**src/verilog/cu_globals_pkg.sv**
```systemverilog
/*
 Bus widths and word types shared by the copy accelerator RTL and its testbench.
 Import with a wildcard in the module header of any block that needs them.
*/

`default_nettype none

package cu_globals_pkg;

	//////////////////////////////////////////////////
	// Widths
	//////////////////////////////////////////////////

	// Word address on the shared Wishbone port
	parameter int ADDR_W = 16;

	// Single 32-bit data lane
	parameter int DATA_W = 32;

	// Job sizes and engine counters
	parameter int COUNT_W = 16;

	// Configure and status words
	parameter int CFG_W = 64;

	//////////////////////////////////////////////////
	// Word types
	//////////////////////////////////////////////////

	typedef logic [ADDR_W-1:0]  addr_t;
	typedef logic [DATA_W-1:0]  data_t;
	typedef logic [COUNT_W-1:0] count_t;
	typedef logic [CFG_W-1:0]   cfg_t;

endpackage

`default_nettype wire
```
**src/verilog/cu_config_pkg.sv**
```systemverilog
/*
 Configure word layout and the mode decode shared by control and the testbench.
 The mode bits sit at MSB-first positions 23, 22 and 21 of the 64-bit word.
*/

`default_nettype none

package cu_config_pkg;

	import cu_globals_pkg::*;

	//////////////////////////////////////////////////
	// Mode bits of the configure word
	//////////////////////////////////////////////////

	// Read the source region
	parameter int CFG_READ_BIT  = 40;
	// Write the destination region
	parameter int CFG_WRITE_BIT = 41;
	// Independent write of the fill pattern
	parameter int CFG_FILL_BIT  = 42;

	typedef enum logic [2:0] {
		MODE_IDLE,
		MODE_COPY,
		MODE_READ,
		MODE_FILL,
		MODE_COPY_FILL_ERR
	} cu_mode_e;

	// Read plus fill without write is treated as a conflict
	function automatic cu_mode_e cu_mode_decode(input cfg_t cfg);
		logic rd_bit;
		logic wr_bit;
		logic fl_bit;
		rd_bit = cfg[CFG_READ_BIT];
		wr_bit = cfg[CFG_WRITE_BIT];
		fl_bit = cfg[CFG_FILL_BIT];
		if (rd_bit && wr_bit)
			return MODE_COPY;
		if (rd_bit && fl_bit)
			return MODE_COPY_FILL_ERR;
		if (wr_bit || fl_bit)
			return MODE_FILL;
		if (rd_bit)
			return MODE_READ;
		return MODE_IDLE;
	endfunction

endpackage

`default_nettype wire

```
**src/verilog/cu_top.sv**
```systemverilog
`timescale 1ns/1ns
`default_nettype none

/*
 Top level of the copy accelerator compute unit. Connects control, the read
 and write engines and the arbiter onto one Wishbone classic master port.
*/

module cu_top import cu_globals_pkg::*; #(
	parameter int FIFO_DEPTH = 4
) (
	input  wire logic   clock,
	input  wire logic   rstn,
	input  wire logic   enabled,
	input  wire logic   job_valid,
	input  wire addr_t  src_addr,
	input  wire addr_t  dst_addr,
	input  wire count_t size_send,
	input  wire count_t size_receive,
	input  wire cfg_t   cu_configure,
	input  wire cfg_t   cu_configure_2,
	output count_t      cu_return,
	output logic        cu_done,
	output cfg_t        cu_status,
	output logic        wb_cyc,
	output logic        wb_stb,
	output logic        wb_we,
	output addr_t       wb_adr,
	output data_t       wb_dat_w,
	input  wire data_t  wb_dat_r,
	input  wire logic   wb_ack
);

	logic   read_enable;
	logic   write_enable;
	logic   fill_enable;
	addr_t  job_src;
	addr_t  job_dst;
	count_t job_send;
	count_t job_receive;
	data_t  fill_pattern;
	logic   fifo_full;
	logic   fifo_empty;
	data_t  fifo_head;
	logic   fifo_push;
	data_t  fifo_data;
	logic   fifo_pop;
	count_t read_count;
	count_t write_count;

	// Engine side of the arbiter
	logic   rd_cyc;
	logic   rd_stb;
	logic   rd_we;
	addr_t  rd_adr;
	logic   rd_ack;
	data_t  rd_dat_r;
	logic   wr_cyc;
	logic   wr_stb;
	logic   wr_we;
	addr_t  wr_adr;
	data_t  wr_dat_w;
	logic   wr_ack;

	//////////////////////////////////////////////////
	// Control
	//////////////////////////////////////////////////

	cu_control #(
		.FIFO_DEPTH(FIFO_DEPTH)
	) control_i (
		.clock                 (clock),
		.rstn                  (rstn),
		.enabled               (enabled),
		.job_valid             (job_valid),
		.src_addr              (src_addr),
		.dst_addr              (dst_addr),
		.size_send             (size_send),
		.size_receive          (size_receive),
		.cu_configure          (cu_configure),
		.cu_configure_2        (cu_configure_2),
		.read_job_counter_done (read_count),
		.write_job_counter_done(write_count),
		.fifo_push             (fifo_push),
		.fifo_data             (fifo_data),
		.fifo_pop              (fifo_pop),
		.read_enable           (read_enable),
		.write_enable          (write_enable),
		.fill_enable           (fill_enable),
		.job_src               (job_src),
		.job_dst               (job_dst),
		.job_send              (job_send),
		.job_receive           (job_receive),
		.fill_pattern          (fill_pattern),
		.fifo_full             (fifo_full),
		.fifo_empty            (fifo_empty),
		.fifo_head             (fifo_head),
		.cu_return             (cu_return),
		.cu_done               (cu_done),
		.cu_status             (cu_status)
	);

	//////////////////////////////////////////////////
	// Engines
	//////////////////////////////////////////////////

	cu_data_read_engine read_engine_i (
		.clock                (clock),
		.rstn                 (rstn),
		.read_enable          (read_enable),
		.job_src              (job_src),
		.job_send             (job_send),
		.fifo_full            (fifo_full),
		.wb_cyc               (rd_cyc),
		.wb_stb               (rd_stb),
		.wb_we                (rd_we),
		.wb_adr               (rd_adr),
		.wb_dat_r             (rd_dat_r),
		.wb_ack               (rd_ack),
		.fifo_push            (fifo_push),
		.fifo_data            (fifo_data),
		.read_job_counter_done(read_count)
	);

	cu_data_write_engine write_engine_i (
		.clock                 (clock),
		.rstn                  (rstn),
		.write_enable          (write_enable),
		.fill_enable           (fill_enable),
		.job_dst               (job_dst),
		.job_receive           (job_receive),
		.fill_pattern          (fill_pattern),
		.fifo_empty            (fifo_empty),
		.fifo_head             (fifo_head),
		.fifo_pop              (fifo_pop),
		.wb_cyc                (wr_cyc),
		.wb_stb                (wr_stb),
		.wb_we                 (wr_we),
		.wb_adr                (wr_adr),
		.wb_dat_w              (wr_dat_w),
		.wb_ack                (wr_ack),
		.write_job_counter_done(write_count)
	);

	//////////////////////////////////////////////////
	// Shared bus
	//////////////////////////////////////////////////

	cu_bus_arbiter arbiter_i (
		.clock   (clock),
		.rstn    (rstn),
		.rd_cyc  (rd_cyc),
		.rd_stb  (rd_stb),
		.rd_we   (rd_we),
		.rd_adr  (rd_adr),
		.wr_cyc  (wr_cyc),
		.wr_stb  (wr_stb),
		.wr_we   (wr_we),
		.wr_adr  (wr_adr),
		.wr_dat_w(wr_dat_w),
		.rd_ack  (rd_ack),
		.wr_ack  (wr_ack),
		.rd_dat_r(rd_dat_r),
		.wb_cyc  (wb_cyc),
		.wb_stb  (wb_stb),
		.wb_we   (wb_we),
		.wb_adr  (wb_adr),
		.wb_dat_w(wb_dat_w),
		.wb_dat_r(wb_dat_r),
		.wb_ack  (wb_ack)
	);

endmodule

`default_nettype wire

```
**src/verilog/cu_control.sv**
```systemverilog
`timescale 1ns/1ns
`default_nettype none

/*
 Control block of the copy accelerator. Registers the enable, latches the job
 and the non-zero configure words, gates the engines by mode, holds the
 read-to-write FIFO and reports done, return count and status.
*/

module cu_control import cu_globals_pkg::*, cu_config_pkg::*; #(
	parameter int FIFO_DEPTH = 4
) (
	input  wire logic   clock,
	input  wire logic   rstn,
	input  wire logic   enabled,
	input  wire logic   job_valid,
	input  wire addr_t  src_addr,
	input  wire addr_t  dst_addr,
	input  wire count_t size_send,
	input  wire count_t size_receive,
	input  wire cfg_t   cu_configure,
	input  wire cfg_t   cu_configure_2,
	input  wire count_t read_job_counter_done,
	input  wire count_t write_job_counter_done,
	input  wire logic   fifo_push,
	input  wire data_t  fifo_data,
	input  wire logic   fifo_pop,
	output logic        read_enable,
	output logic        write_enable,
	output logic        fill_enable,
	output addr_t       job_src,
	output addr_t       job_dst,
	output count_t      job_send,
	output count_t      job_receive,
	output data_t       fill_pattern,
	output logic        fifo_full,
	output logic        fifo_empty,
	output data_t       fifo_head,
	output count_t      cu_return,
	output logic        cu_done,
	output cfg_t        cu_status
);

	localparam int PTR_W = $clog2(FIFO_DEPTH);

	logic            enabled_q;
	logic            job_valid_q;
	cfg_t            cfg_q;
	cu_mode_e        mode;
	logic            cu_ready;
	logic            done_algorithm;
	count_t          return_next;
	data_t           fifo_mem [FIFO_DEPTH];
	logic [PTR_W:0]  wr_ptr;
	logic [PTR_W:0]  rd_ptr;
	logic            drain;
	logic            do_push;
	logic            do_pop;
	logic            send_match;
	logic            receive_match;

	//////////////////////////////////////////////////
	// Enable and job latch
	//////////////////////////////////////////////////

	always_ff @(posedge clock or negedge rstn) begin
		if (!rstn) begin
			enabled_q <= 1'b0;
		end else begin
			enabled_q <= enabled;
		end
	end

	// Configure words of zero keep the previous setting
	always_ff @(posedge clock or negedge rstn) begin
		if (!rstn) begin
			job_valid_q  <= 1'b0;
			job_src      <= '0;
			job_dst      <= '0;
			job_send     <= '0;
			job_receive  <= '0;
			cfg_q        <= '0;
			fill_pattern <= '0;
		end else if (enabled_q) begin
			job_valid_q <= job_valid;
			job_src     <= src_addr;
			job_dst     <= dst_addr;
			job_send    <= size_send;
			job_receive <= size_receive;
			if (|cu_configure)
				cfg_q <= cu_configure;
			if (|cu_configure_2)
				fill_pattern <= cu_configure_2[DATA_W-1:0];
		end
	end

	assign mode     = cu_mode_decode(cfg_q);
	assign cu_ready = (|cfg_q) && job_valid_q;

	always_ff @(posedge clock or negedge rstn) begin
		if (!rstn) begin
			read_enable  <= 1'b0;
			write_enable <= 1'b0;
			fill_enable  <= 1'b0;
		end else if (enabled_q) begin
			read_enable  <= cu_ready && (mode inside {MODE_COPY, MODE_READ, MODE_COPY_FILL_ERR});
			write_enable <= cu_ready && (mode inside {MODE_COPY, MODE_FILL, MODE_COPY_FILL_ERR});
			fill_enable  <= cu_ready && (mode inside {MODE_FILL, MODE_COPY_FILL_ERR});
		end
	end

	//////////////////////////////////////////////////
	// Read-to-write FIFO
	//////////////////////////////////////////////////

	// Without a copy writer the FIFO is emptied here so reads never stall
	assign drain   = !write_enable || fill_enable;
	assign do_push = fifo_push && !fifo_full;
	assign do_pop  = (fifo_pop || drain) && !fifo_empty;

	assign fifo_empty = wr_ptr == rd_ptr;
	assign fifo_full  = (wr_ptr[PTR_W] != rd_ptr[PTR_W]) &&
		(wr_ptr[PTR_W-1:0] == rd_ptr[PTR_W-1:0]);
	assign fifo_head  = fifo_mem[rd_ptr[PTR_W-1:0]];

	always_ff @(posedge clock or negedge rstn) begin
		if (!rstn) begin
			wr_ptr <= '0;
			rd_ptr <= '0;
		end else begin
			if (do_push)
				wr_ptr <= wr_ptr + 1'b1;
			if (do_pop)
				rd_ptr <= rd_ptr + 1'b1;
		end
	end

	always_ff @(posedge clock) begin
		if (do_push)
			fifo_mem[wr_ptr[PTR_W-1:0]] <= fifo_data;
	end

	//////////////////////////////////////////////////
	// Done, return and status
	//////////////////////////////////////////////////

	assign send_match    = read_job_counter_done == job_send;
	assign receive_match = write_job_counter_done == job_receive;

	// Counters only count while their engine runs
	always_comb begin
		done_algorithm = 1'b0;
		return_next    = write_job_counter_done;
		if (job_valid_q) begin
			case (mode)
				MODE_FILL: begin
					done_algorithm = write_enable && receive_match;
				end
				MODE_READ: begin
					done_algorithm = read_enable && send_match;
					return_next    = read_job_counter_done;
				end
				MODE_IDLE: begin
					done_algorithm = send_match && receive_match;
				end
				default: begin
					done_algorithm = read_enable && write_enable && send_match && receive_match;
				end
			endcase
		end
	end

	always_ff @(posedge clock or negedge rstn) begin
		if (!rstn) begin
			cu_return <= '0;
			cu_done   <= 1'b0;
			cu_status <= '0;
		end else if (enabled_q) begin
			cu_return <= return_next;
			cu_done   <= done_algorithm;
			cu_status <= cfg_q;
		end
	end

endmodule

`default_nettype wire

```
**src/verilog/cu_bus_arbiter.sv**
```systemverilog
`timescale 1ns/1ns
`default_nettype none

/*
 Two-master Wishbone classic arbiter. The grant moves only while the granted
 master has cyc low, and passes to the other master when it is waiting, so
 both engines alternate under contention.
*/

module cu_bus_arbiter import cu_globals_pkg::*; (
	input  wire logic  clock,
	input  wire logic  rstn,
	input  wire logic  rd_cyc,
	input  wire logic  rd_stb,
	input  wire logic  rd_we,
	input  wire addr_t rd_adr,
	input  wire logic  wr_cyc,
	input  wire logic  wr_stb,
	input  wire logic  wr_we,
	input  wire addr_t wr_adr,
	input  wire data_t wr_dat_w,
	output logic       rd_ack,
	output logic       wr_ack,
	output data_t      rd_dat_r,
	output logic       wb_cyc,
	output logic       wb_stb,
	output logic       wb_we,
	output addr_t      wb_adr,
	output data_t      wb_dat_w,
	input  wire data_t wb_dat_r,
	input  wire logic  wb_ack
);

	// Grant high selects the write engine
	logic grant;
	logic granted_cyc;
	logic waiting_cyc;

	assign granted_cyc = grant ? wr_cyc : rd_cyc;
	assign waiting_cyc = grant ? rd_cyc : wr_cyc;

	always_ff @(posedge clock or negedge rstn) begin
		if (!rstn) begin
			grant <= 1'b0;
		end else if (!granted_cyc && waiting_cyc) begin
			grant <= ~grant;
		end
	end

	//////////////////////////////////////////////////
	// Shared bus mux
	//////////////////////////////////////////////////

	assign wb_cyc   = granted_cyc;
	assign wb_stb   = grant ? wr_stb : rd_stb;
	assign wb_we    = grant ? wr_we : rd_we;
	assign wb_adr   = grant ? wr_adr : rd_adr;
	assign wb_dat_w = grant ? wr_dat_w : '0;

	// Responses reach the granted master only
	assign rd_ack   = wb_ack && !grant;
	assign wr_ack   = wb_ack && grant;
	assign rd_dat_r = grant ? '0 : wb_dat_r;

endmodule

`default_nettype wire

```
**src/verilog/cu_data_write_engine.sv**
```systemverilog
`timescale 1ns/1ns
`default_nettype none

/*
 Write engine of the copy accelerator. In copy mode it stores FIFO words to
 consecutive destination addresses, in fill mode it stores the fill pattern.
 One Wishbone classic write is in flight at a time.
*/

module cu_data_write_engine import cu_globals_pkg::*; (
	input  wire logic   clock,
	input  wire logic   rstn,
	input  wire logic   write_enable,
	input  wire logic   fill_enable,
	input  wire addr_t  job_dst,
	input  wire count_t job_receive,
	input  wire data_t  fill_pattern,
	input  wire logic   fifo_empty,
	input  wire data_t  fifo_head,
	output logic        fifo_pop,
	output logic        wb_cyc,
	output logic        wb_stb,
	output logic        wb_we,
	output addr_t       wb_adr,
	output data_t       wb_dat_w,
	input  wire logic   wb_ack,
	output count_t      write_job_counter_done
);

	logic   req;
	count_t count;
	addr_t  adr_q;
	data_t  dat_q;
	logic   more;
	logic   have_data;

	//////////////////////////////////////////////////
	// Issue control
	//////////////////////////////////////////////////

	assign more = count < job_receive;

	// Fill needs no FIFO word
	assign have_data = fill_enable || !fifo_empty;

	always_ff @(posedge clock or negedge rstn) begin
		if (!rstn) begin
			req   <= 1'b0;
			count <= '0;
		end else begin
			if (req) begin
				if (wb_ack) begin
					req   <= 1'b0;
					count <= count + count_t'(1);
				end
			end else if (!write_enable) begin
				count <= '0;
			end else if (more && have_data) begin
				req <= 1'b1;
			end
		end
	end

	// Address and data follow the counter and FIFO head until issue
	always_ff @(posedge clock) begin
		if (!req) begin
			adr_q <= job_dst + addr_t'(count);
			dat_q <= fill_enable ? fill_pattern : fifo_head;
		end
	end

	//////////////////////////////////////////////////
	// Bus and FIFO side
	//////////////////////////////////////////////////

	assign wb_cyc   = req;
	assign wb_stb   = req;
	assign wb_we    = req;
	assign wb_adr   = adr_q;
	assign wb_dat_w = dat_q;

	// Head word leaves the FIFO once its write is acknowledged
	assign fifo_pop = req && wb_ack && !fill_enable;

	assign write_job_counter_done = count;

endmodule

`default_nettype wire

```
**src/verilog/cu_data_read_engine.sv**
```systemverilog
`timescale 1ns/1ns
`default_nettype none

/*
 Read engine of the copy accelerator. Fetches consecutive source words over
 a Wishbone classic master, one transfer at a time, and pushes each returned
 word into the read-to-write FIFO held by the control block.
*/

module cu_data_read_engine import cu_globals_pkg::*; (
	input  wire logic   clock,
	input  wire logic   rstn,
	input  wire logic   read_enable,
	input  wire addr_t  job_src,
	input  wire count_t job_send,
	input  wire logic   fifo_full,
	output logic        wb_cyc,
	output logic        wb_stb,
	output logic        wb_we,
	output addr_t       wb_adr,
	input  wire data_t  wb_dat_r,
	input  wire logic   wb_ack,
	output logic        fifo_push,
	output data_t       fifo_data,
	output count_t      read_job_counter_done
);

	logic   req;
	count_t count;
	addr_t  adr_q;
	logic   more;
	logic   can_issue;

	//////////////////////////////////////////////////
	// Issue control
	//////////////////////////////////////////////////

	assign more = count < job_send;

	// One request at a time, so a free FIFO slot at issue
	// is still free when the ack arrives
	assign can_issue = read_enable && more && !fifo_full;

	always_ff @(posedge clock or negedge rstn) begin
		if (!rstn) begin
			req   <= 1'b0;
			count <= '0;
		end else begin
			if (req) begin
				if (wb_ack) begin
					req   <= 1'b0;
					count <= count + count_t'(1);
				end
			end else if (!read_enable) begin
				count <= '0;
			end else if (can_issue) begin
				req <= 1'b1;
			end
		end
	end

	// Address captured while idle and held through the transfer
	always_ff @(posedge clock) begin
		if (!req) begin
			adr_q <= job_src + addr_t'(count);
		end
	end

	//////////////////////////////////////////////////
	// Bus and FIFO side
	//////////////////////////////////////////////////

	assign wb_cyc = req;
	assign wb_stb = req;
	assign wb_we  = 1'b0;
	assign wb_adr = adr_q;

	// Every acknowledged word goes straight into the FIFO
	assign fifo_push = req && wb_ack;
	assign fifo_data = wb_dat_r;

	assign read_job_counter_done = count;

endmodule

`default_nettype wire

```
**config.mk**
```make
export PLATFORM = sky130hd
export DESIGN_NAME = cu_top
export DESIGN_NICKNAME = d
export VERILOG_FILES = /design/src/verilog/cu_globals_pkg.sv /design/src/verilog/cu_config_pkg.sv /design/src/verilog/cu_top.sv /design/src/verilog/cu_control.sv /design/src/verilog/cu_bus_arbiter.sv /design/src/verilog/cu_data_write_engine.sv /design/src/verilog/cu_data_read_engine.sv
export SDC_FILE = /design/constraint.sdc
export NUM_CORES = 1
export LEC_CHECK = 0
export BUFFER_PORTS_ARGS = -buffer_cell sky130_fd_sc_hd__buf_2
export CAP_MARGIN = 10
export CORE_MARGIN = 3
export CORE_UTILIZATION = 61
export DETAILED_ROUTE_END_ITERATION = 10
export PLACE_DENSITY_LB_ADDON = 0.08
export SYNTH_ARGS = -nofsm -noshare
export SYNTH_HDL_FRONTEND = slang
export SYNTH_SLANG_ARGS = --single-unit
```
**constraint.sdc**
```tcl
create_clock -name clock -period 6.9 [get_ports clock]
set_input_delay 0.69 -clock clock [delete_from_list [all_inputs] [get_ports clock]]
set_output_delay 0.69 -clock clock [all_outputs]
set_load 0.02 [all_outputs]
```
==> results.py, run 1 <==
metrics = {
    "sta": {
        "slew_viol_final": 0,
        "hold_violations": 0,
        "fmax_ghz": 0.320,
        "finalSetupViolCount": 0,
        "relSlewSlack_pct": 18.2,
        "skew_ns": 0.0175,
        "rsz0062_at_grt": "false",
        "worst_slew_pin_slew_ns": 1.23,
        "period_share_pct": 45.3,
        "fin_worst_hold_slack_ns": 0.157,
        "setup-tns-final_ns": 0,
        "min_period_ns": 3.13,
    },
    "critical_path": {
        "worst_r2r_endpoint": "read_engine_i.wb_adr[12]$_DFFE_PN_",
        "r2r_cells": 9,
        "arrival_ns": 3.53,
        "critPathLaunchType": "flip-flop",
        "cp.required_ns": 7.30,
        "critical_path.max_fanout": 6,
        "end_kind": "flip-flop",
        "r2r_setup_slack_ns": 3.77,
        "r2r-start": "read_engine_i.read_job_counter_done[0]$_DFFE_PN0P_",
        "worstSetupPathType": "flip-flop to flip-flop",
    },
    "detailed_routing": {
        "num_vias": 14100,
        "drt-pass1-iter-count": 7,
        "drc": 0,
        "wirelength_microns": 50900,
        "routedWlPerCell_microns": 20.9,
        "drt-initial-drc-count": 840,
        "antenna_left": 0,
        "vias_per_cell": 5.77,
    },
    "logic_synthesis": {
        "synth_nets": 1885,
        "synth.most_common_cell": "dfrtp_1",
        "synth_top_area_share_pct": 33.6,
        "ys_seq_area_share_pct": 60.6,
        "ys_top_cells_by_count": "287 x dfrtp_1, 192 x edfxtp_1, 177 x mux2_2",
        "avgSynthCellArea_sq_um": 13.5,
        "yosys_most_used_dff": "dfrtp_1",
        "synth_cell_type_count": 59,
        "ys_warn_count": 0,
        "synthTopCellsByArea": "dfrtp_1 34%, edfxtp_1 27%, mux2_2 9.3%",
        "synth_enable_flop_cells": 192,
        "synth_area_sq_um": 21400,
        "synth_largest_area_cell": "dfrtp_1",
        "synthCells": 1585,
        "async_flop_share_pct": 59.9,
        "synth-seq-cells": 479,
    },
    "global_route": {
        "grt_pass1_wl_microns": 78700,
        "grt_overflow": 0,
        "antenna_found_initial": 8,
        "grt_max_degree": 188,
        "track_usage_pct": 27.5,
        "grt_pass1_vias": 14600,
    },
    "cts": {
        "htreeDepth": 2,
        "cts-root-buf": "clkbuf_16",
        "hold_buffers": 0,
        "cts_setup_buffers": 0,
        "cts_buffers": 48,
        "clkTransAtPathRegs_ns": 0.06,
        "cts_tree": "built",
        "clk_latency_ns": 0.57,
        "cts.sinks": 479,
        "clock_path_buffers": 3,
        "post_cts_resized": 0,
    },
    "floorplanning": {
        "die_y_microns": 193,
        "die_w_microns": 193,
        "num_io_pins": 361,
        "die-area_sq_um": 37300,
        "core_sq_um": 34000,
        "start_util_pct": 62.8,
        "rows": 67,
    },
    "flow_run": {
        "drv_cap": 0,
    },
    "final_layout": {
        "layout-drive-gt1-share_pct": 35.3,
        "fillers": 2341,
        "finalNonFillerCells": 2441,
        "area_growth_pct": 17.9,
        "fin_util_pct": 74.0,
        "multiInputGateArea_sq_um": 7920,
        "final_nets": 2248,
        "finalInstanceArea_sq_um": 25200,
        "seq_area_sq_um": 13000,
    },
    "pwr": {
        "ir_drop_uv": 223,
        "p_leak_nw": 11.1,
        "power_density_nw_per_um2": 338,
    },
    "place": {
        "hpwlAfterDp_microns": 35200,
        "io_buffers": 360,
        "placed_area_sq_um": 23600,
        "place_congestion": 0.880,
        "dp.cells": 2346,
    },
    "min_path": {
        "hold_path_class": "input pin to async pin",
    },
    "run_status": {
        "status": "finished clean",
    },
}
report_power, final:
group / leakage (nW) / switching [mW] / total (mW) / internal (mW)
clock: 0.788 / 1.06 / 2.59 / 1.52
sequential: 5.25 / 0.198 / 3.77 / 3.57
combinational: 5.06 / 1.31 / 2.16 / 0.846
total: 11.1 / 2.58 / 8.51 / 5.94
per-layer routing:
metal / GRT usage (%) / routed length [microns] / vias up
li1: - / - / 6510
met3: 6.96 / 3840 / 104
met1: 36.2 / 20700 / 7002
met5: 0 / 72 / -
met4: 9.15 / 1470 / 10
met2: 45.3 / 24800 / 463
sequential cells by signal, indices dropped and copies added (netlist names), 3 cells and up:
name and cells:
control_i.fill_pattern 32, read_engine_i.read_job_counter_done 16, control_i.cfg_q 64, control_i.wr_ptr 3, control_i.cu_return 16, control_i.fifo_mem 128, read_engine_i.wb_adr 16, write_engine_i.wb_dat_w 32
control_i.job_receive 16, control_i.job_src 16, control_i.cu_status 64, control_i.rd_ptr 3, control_i.job_dst 16, write_engine_i.write_job_counter_done 16, write_engine_i.wb_adr 16, control_i.job_send 16
worst max-delay path by stage:
stage / startpoint / end
finish: read_engine_i.read_job_counter_done[0]$_DFFE_PN0P_ / read_engine_i.wb_adr[12]$_DFFE_PN_
global route: read_engine_i.read_job_counter_done[0]$_DFFE_PN0P_ / read_engine_i.wb_adr[12]$_DFFE_PN_
CTS: read_engine_i.read_job_counter_done[0]$_DFFE_PN0P_ / read_engine_i.wb_adr[12]$_DFFE_PN_
detailed placement: cu_configure_2[3] / control_i.fill_pattern[4]$_DFFE_PN0P_
global placement: cu_configure_2[3] / control_i.fill_pattern[3]$_DFFE_PN0P_
floorplan: read_engine_i.read_job_counter_done[0]$_DFFE_PN0P_ / read_engine_i.wb_adr[12]$_DFFE_PN_
final cells by class:
cell class	count	share of cell area (%)
Antenna cell	6	0.0596
Clock buffer	75	5.77
Clock inverter	14	0.531
Inverter	54	0.805
Multi-Input combinational cell	988	31.4
Sequential cell	479	51.4
Tap cell	448	2.23
Timing Repair Buffer	377	7.75
stage by stage:
stage	setup WS [ns]	power [mW]
6_report	3.77	8.51
5_1_grt	3.60	8.94
4_1_cts	3.81	8.59
3_5_place_dp	3.38	5.99
3_3_place_gp	3.58	5.92
2_1_floorplan	4.28	5.24
worst max-delay path, cell delays in order (launching register included):
cell,delay (ns)
dfrtp_1,0.46
ha_1,0.24
inv_1,0.06
fa_1,0.41
nor2b_1,0.17
o31a_1,0.21
nor4_1,0.09
o31ai_1,0.55
or4b_2,0.65
o211ai_1,0.11
cells in the final DEF, fill, tap and decap left out, types with 7 or more instances in the layout:
cell       instances
nor4_1            35
nand3_1           20
mux4_2            32
nor2_1            60
xor2_1            15
nand2_1          168
buf_4             16
mux2_4            30
dfrtp_1          284
a21oi_1           54
mux2i_1           25
ha_1              69
inv_1             52
xnor2_1           27
buf_2            359
clkinv_2           7
mux2_2           177
and2_1            38
nor2b_1           41
edfxtp_1         192
a21o_1            13
nand4_1           21
nor3_1            11
clkbuf_1          12
o211ai_1           9
o21ai_0           65
clkbuf_16         48
and3_1            10
clkbuf_8          15
cell families (layout without fill, tap and decap cells):
logic type | Yosys count | after routing | synth area share [%]
buffers and inverters | 118 | 520 | 2.35
multiplexers | 267 | 267 | 16.1
flip-flops | 479 | 479 | 60.6
AND/OR/NAND/NOR | 425 | 425 | 9.70
adder cells (fa/ha/maj) | 71 | 71 | 4.23
other | 0 | 6 | 0
AO/OA/AOI/OAI | 183 | 183 | 5.24
XOR/XNOR | 42 | 42 | 1.72
Power figures use the tool's default switching activity.
==> run 2: changes to the inputs <==
--- a/config.mk
+++ b/config.mk
@@ -8,7 +8,7 @@
 export BUFFER_PORTS_ARGS = -buffer_cell sky130_fd_sc_hd__buf_2
 export CAP_MARGIN = 10
 export CORE_MARGIN = 3
-export CORE_UTILIZATION = 61
+export CORE_UTILIZATION = 57
 export DETAILED_ROUTE_END_ITERATION = 10
 export PLACE_DENSITY_LB_ADDON = 0.08
 export SYNTH_ARGS = -nofsm -noshare
==> constraint.sdc (replaced) <==
create_clock -name clock -period 3.1 [get_ports clock]
set_input_delay 0.31 -clock clock [delete_from_list [all_inputs] [get_ports clock]]
set_output_delay 0.31 -clock clock [all_outputs]
set_load 0.02 [all_outputs]
==> run 2 against run 1 <==
  * Die area is 6.8% higher
  * Count of clock-buffer cells in the layout is 7 lower
  * Clock skew hardly changed
  * Via count is 5.1% higher
  * Clock power is 130% higher
  * Fmax is 9.3% higher
  * Wire length is 7.4% higher
  * Final area is 7.8% higher
  * First-iteration DRC count is 7.4% lower
  * Worst setup slack worse by 3.5 ns
  * Global-route usage is 0.31 points higher
==> results.py, run 2 (synthesis gave the netlist of run 1 again) <==
metrics = {
    "run_status": {
        "status": "finished clean",
    },
    "final_layout": {
        "seq_area_sq_um": 13000,
        "largest_reg_flops": 128,
        "area_growth_pct": 27.1,
        "layout_common_cells": "359 x buf_2, 284 x dfrtp_1, 192 x edfxtp_1",
        "fillers": 2452,
        "finalInstanceArea_sq_um": 27100,
        "final_nets": 2438,
        "multiInputGateArea_sq_um": 7930,
        "layout-drive-gt1-share_pct": 33.7,
        "finalNonFillerCells": 2655,
        "final_common_cell": "buf_2",
    },
    "pwr": {
        "power_switching_mw": 5.88,
        "power_density_nw_per_um2": 717,
        "pwr-share-clk_pct": 31.1,
        "seqPwrFrac_pct": 42.9,
        "p_int_mw": 13.6,
        "p_leak_nw": 12.0,
        "comb_power_share_pct": 26.0,
        "switching_share_pct": 30.2,
        "ir_drop_uv": 481,
        "p_total_mw": 19.5,
    },
    "global_route": {
        "antenna_found_initial": 13,
        "grt_pass1_vias": 15500,
        "track_usage_pct": 27.8,
        "grt_pass1_wl_microns": 85400,
        "grt_overflow": 0,
        "grt_max_degree": 105,
    },
    "cts": {
        "clk_latency_ns": 0.59,
        "clkTransAtPathRegs_ns": 0.06,
        "clock_path_buffers": 3,
        "cts.sinks": 479,
        "htreeDepth": 2,
        "cts_buffers": 50,
        "cts-root-buf": "clkbuf_16",
        "cts_tree": "built",
        "cts_setup_buffers": 0,
    },
    "floorplanning": {
        "die_y_microns": 200,
        "rows": 70,
        "core_sq_um": 36800,
        "start_util_pct": 58.1,
        "die_w_microns": 200,
        "num_io_pins": 361,
        "die-area_sq_um": 39800,
    },
    "critical_path": {
        "crit_slowest_cell": "or4b_2",
        "end_kind": "flip-flop",
        "r2r_cells": 9,
        "cp.required_ns": 3.53,
        "arrival_ns": 3.29,
        "cp_cell_sequence": "ha_1 > inv_1 > fa_1 > nor2b_1 > o31a_1 > nor4_1 > o31ai_2 > or4b_2 > o211ai_1",
        "critical_path.max_fanout": 6,
        "critical_path.max_stage_delay_ns": 0.64,
        "worstSetupPathType": "flip-flop to flip-flop",
        "critPathLaunchType": "flip-flop",
    },
    "place": {
        "dp.cells": 2393,
        "io_buffers": 360,
        "placed_area_sq_um": 23900,
        "place_congestion": 0.851,
        "hpwlAfterDp_microns": 36900,
    },
    "sta": {
        "setup-tns-final_ns": 0,
        "rsz0062_at_grt": "false",
        "fin_worst_hold_slack_ns": 0.0241,
        "hold_violations": 0,
        "relSlewSlack_pct": 46.9,
        "min_period_ns": 2.86,
        "fmax_ghz": 0.349,
        "worst_slew_pin_slew_ns": 0.797,
        "period_share_pct": 92.3,
        "skew_ns": 0.0179,
        "finalSetupViolCount": 0,
        "slew_viol_final": 0,
    },
    "detailed_routing": {
        "drc": 0,
        "drt-initial-drc-count": 778,
        "antenna_left": 0,
        "routedWlPerCell_microns": 20.6,
        "num_vias": 14800,
        "vias_per_cell": 5.58,
        "wirelength_microns": 54700,
        "drt-pass1-iter-count": 5,
    },
    "min_path": {
        "hold_path_class": "input pin to flip-flop",
        "worstHoldPathCells": 2,
    },
    "flow_run": {
        "drv_cap": 0,
    },
}
run 2: changes by cell type in the layout (fill, tap and decap cells not counted), sizes merged:
cell | previous run | this run
clkbuf | 75 | 68
diode | 6 | 7
buf | 377 | 404
clkinv | 11 | 19
clkinvlp | 0 | 1
bufinv | 2 | 5
dlygate4sd3 | 0 | 161
run 2: final timing paths:
kind,startpoint,end,slack [ns]
max,read_engine_i.read_job_counter_done[0]$_DFFE_PN0P_,read_engine_i.wb_adr[12]$_DFFE_PN_,0.24
min,cu_configure[0],control_i.cfg_q[0]$_DFFE_PN0P_,0.02
max reg2reg,read_engine_i.read_job_counter_done[0]$_DFFE_PN0P_,read_engine_i.wb_adr[12]$_DFFE_PN_,0.24
min reg2reg,control_i.wr_ptr[2]$_DFFE_PN0P_,control_i.wr_ptr[2]$_DFFE_PN0P_,0.49
max in group asynchronous,rstn,control_i.job_send[2]$_DFFE_PN0P_,1.99
min in group asynchronous,rstn,control_i.fill_pattern[4]$_DFFE_PN0P_,0.22
run 2: timing repair:
item | CTS | global route
resized for setup | 0 | 1
hold buffers | 161 | 0
hold endpoints to repair | 202 | 0
setup endpoints to repair | 0 | 1
run 2: power by group through the flow:
stage | registers [mW] | logic, mW | clock network, mW
after CTS | 8.35 | 5.11 | 6.16
after global placement | 8.42 | 4.83 | 0
after floorplan | 8.52 | 3.14 | 0
after global routing | 8.45 | 5.54 | 6.43
after detailed placement | 8.47 | 4.93 | 0
final | 8.35 | 5.05 | 6.05
run 2: critical path, delay by kind of cell, from the launching register on:
family | cells | cell delay (ns)
adder cells (fa/ha/maj) | 2 | 0.61
AND/OR/NAND/NOR | 3 | 0.89
AO/OA/AOI/OAI | 3 | 0.72
buffers and inverters | 1 | 0.06
flip-flops | 1 | 0.42
run 2: per-layer routing:
metal,track usage (%),wire [microns]
met1,35.9,22400
met2,46.7,27100
met3,7.05,3660
met4,8.94,1380
met5,0,76
run 2: metrics by stage:
| stage | utilization [%] | worst slack, ns |
|---|---|---|
| 6_report | 73.8 | 0.238 |
| 5_1_grt | 73.8 | 0.0523 |
| 4_1_cts | 73.7 | 0.131 |
| 3_5_place_dp | 64.8 | 0.138 |
| 3_3_place_gp | 64.8 | 0.231 |
| 2_1_floorplan | - | 0.480 |
run 2: cell type report:
cell class / count / area share [%]
Inverter: 54 / 0.747
Antenna cell: 7 / 0.0645
Sequential cell: 479 / 47.7
Tap cell: 468 / 2.16
Clock buffer: 68 / 5.12
Timing Repair Buffer: 565 / 14.0
Clock inverter: 26 / 1.00
Multi-Input combinational cell: 988 / 29.2
==> run 3: changes to the inputs <==
--- a/config.mk
+++ b/config.mk
@@ -8,9 +8,10 @@
 export BUFFER_PORTS_ARGS = -buffer_cell sky130_fd_sc_hd__buf_2
 export CAP_MARGIN = 10
 export CORE_MARGIN = 3
-export CORE_UTILIZATION = 57
+export CORE_UTILIZATION = 25
 export DETAILED_ROUTE_END_ITERATION = 10
 export PLACE_DENSITY_LB_ADDON = 0.08
+export SETUP_SLACK_MARGIN = 0.5
 export SYNTH_ARGS = -nofsm -noshare
 export SYNTH_HDL_FRONTEND = slang
 export SYNTH_SLANG_ARGS = --single-unit
==> run 3 against run 2 <==
  * Register-to-register slack improved by 0.25 ns
  * Die area increased by 120%
  * Fmax increased by 9.5%
  * Critical endpoint is now read_engine_i.wb_adr[14]$_DFFE_PN_
  * Largest power group unchanged
  * Highest routed layer unchanged
==> results.py, run 3 (synthesis gave the netlist of run 1 again) <==
metrics = {
    "run_status": {
        "status": "finished clean",
    },
    "cts": {
        "clock_path_buffers": 3,
        "htreeDepth": 2,
        "cts.sinks": 479,
        "clk_latency_ns": 0.62,
        "clkTransAtPathRegs_ns": 0.06,
        "cts_tree": "built",
        "cts-root-buf": "clkbuf_16",
        "cts_buffers": 58,
    },
    "critical_path": {
        "critPathLaunchType": "flip-flop",
        "arrival_ns": 2.97,
        "end_kind": "flip-flop",
        "critical_path.max_fanout": 5,
        "worstSetupStartpoint": "read_engine_i.read_job_counter_done[1]$_DFFE_PN0P_",
        "cp.required_ns": 3.46,
        "r2r-start": "read_engine_i.read_job_counter_done[1]$_DFFE_PN0P_",
        "worstSetupPathType": "flip-flop to flip-flop",
    },
    "detailed_routing": {
        "vias_per_cell": 4.36,
        "drc": 0,
        "drt-initial-drc-count": 561,
        "num_vias": 14600,
        "antenna_left": 0,
        "wirelength_microns": 66500,
        "routedWlPerCell_microns": 19.8,
        "drt-pass1-iter-count": 4,
    },
    "global_route": {
        "antenna_found_initial": 10,
        "track_usage_pct": 14.8,
        "grt_pass1_vias": 15900,
        "grt_max_degree": 87,
        "grt_overflow": 0,
        "grt_pass1_wl_microns": 101000,
    },
    "floorplanning": {
        "core_sq_um": 84100,
        "start_util_pct": 25.4,
        "num_io_pins": 361,
        "die-area_sq_um": 89000,
        "die_w_microns": 298,
        "rows": 106,
        "die_y_microns": 298,
    },
    "sta": {
        "fmax_ghz": 0.382,
        "setup-tns-final_ns": 0,
        "min_period_ns": 2.61,
        "relSlewSlack_pct": 47.0,
        "fin_worst_hold_slack_ns": 0.125,
        "skew_ns": 0.0318,
        "slew_viol_final": 0,
        "finalSetupViolCount": 0,
        "worst_slew_pin_slew_ns": 0.795,
        "rsz0062_at_grt": "true",
        "period_share_pct": 84.3,
        "hold_violations": 0,
    },
    "place": {
        "io_buffers": 360,
        "hpwlAfterDp_microns": 47200,
        "place_congestion": 0.773,
    },
    "pwr": {
        "p_total_mw": 20.7,
        "p_leak_nw": 12.2,
        "power_density_nw_per_um2": 723,
        "ir_drop_uv": 410,
    },
    "final_layout": {
        "final_common_cell": "buf_2",
        "final_nets": 2461,
        "layout-drive-gt1-share_pct": 34.7,
        "area_growth_pct": 33.8,
        "largest_reg_flops": 128,
        "fillers": 8525,
        "layout_common_cells": "359 x buf_2, 279 x dfrtp_1, 192 x edfxtp_1",
    },
    "flow_run": {
        "drv_cap": 0,
    },
    "min_path": {
        "hold_path_class": "input pin to flip-flop",
        "hp-start": "wb_dat_r[12]",
    },
}
run 3: cell types whose count changed in the layout (fill, tap and decap cells not counted), sizes merged:
cell / previous run / this run
dlygate4sd3: 161 / 164
clkinv: 19 / 14
buf: 404 / 416
bufinv: 5 / 6
clkbuf: 68 / 86
run 3: what timing repair did:
| item | 4_1_cts | 5_1_grt |
|---|---|---|
| hold buffers | 164 | 0 |
| gates resized for setup | 12 | 10 |
| setup endpoints to repair | 37 | 21 |
| endpoints found under the hold margin | 239 | 0 |
| pin swaps | 3 | 7 |
| buffers inserted | 1 | 3 |
run 3: worst paths after layout:
path | cells past startpoint | end | slack, ns
worst min-delay path | 2 | control_i.fifo_mem[1][12]$_DFFE_PP_ | 0.12
max in group asynchronous | 3 | control_i.cu_status[53]$_DFFE_PN0P_ | 1.93
min in group asynchronous | 2 | control_i.job_src[14]$_DFFE_PN0P_ | 0.33
worst min register to register | 1 | control_i.wr_ptr[2]$_DFFE_PN0P_ | 0.49
worst max register to register | 9 | read_engine_i.wb_adr[14]$_DFFE_PN_ | 0.49
worst max-delay path | 9 | read_engine_i.wb_adr[14]$_DFFE_PN_ | 0.49
run 3: layout make-up:
class / count / area [sq um] / share of cell area [%]
inverter: 54 / 203 / 0.709
clock inverter: 22 / 289 / 1.01
tap: 1134 / 1420 / 4.96
antenna: 7 / 17.5 / 0.0613
sequential: 479 / 13000 / 45.4
multi-input combinational: 988 / 7990 / 27.9
clock buffer: 86 / 1660 / 5.80
timing repair buffer: 580 / 4040 / 14.2
run 3: worst max-delay path, cell delays in order (launching register included):
cell	delay [ns]
dfrtp_2	0.45
inv_1	0.17
fa_2	0.25
nor2b_2	0.05
o31a_1	0.32
nor4_2	0.18
buf_4	0.18
o31ai_4	0.08
or4b_1	0.48
and4_1	0.18
run 3: power by group:
| group | leakage [nW] | total, mW | internal [mW] | switching (mW) |
|---|---|---|---|---|
| Combinational | 6.02 | 5.27 | 2.16 | 3.11 |
| Clock | 0.947 | 6.95 | 4.19 | 2.77 |
| Sequential | 5.24 | 8.43 | 7.94 | 0.489 |
run 3: metrics by stage:
stage,setup slack [ns],std cells,util (%),instance area [sq um]
floorplan,0.570,1585,-,21400
global placement,-0.123,3067,29.6,24900
detailed placement,-0.0586,3067,29.6,24900
CTS,0.443,3340,33.9,28500
global route,0.377,3344,34.0,28600
finish,0.485,3350,34.0,28600
run 3: layer usage:
metal	global-route usage, %	part of all wire, %
met5	0	0.072
met4	3.50	2.0
met3	3.36	4.9
met2	25.2	49
met1	19.2	44
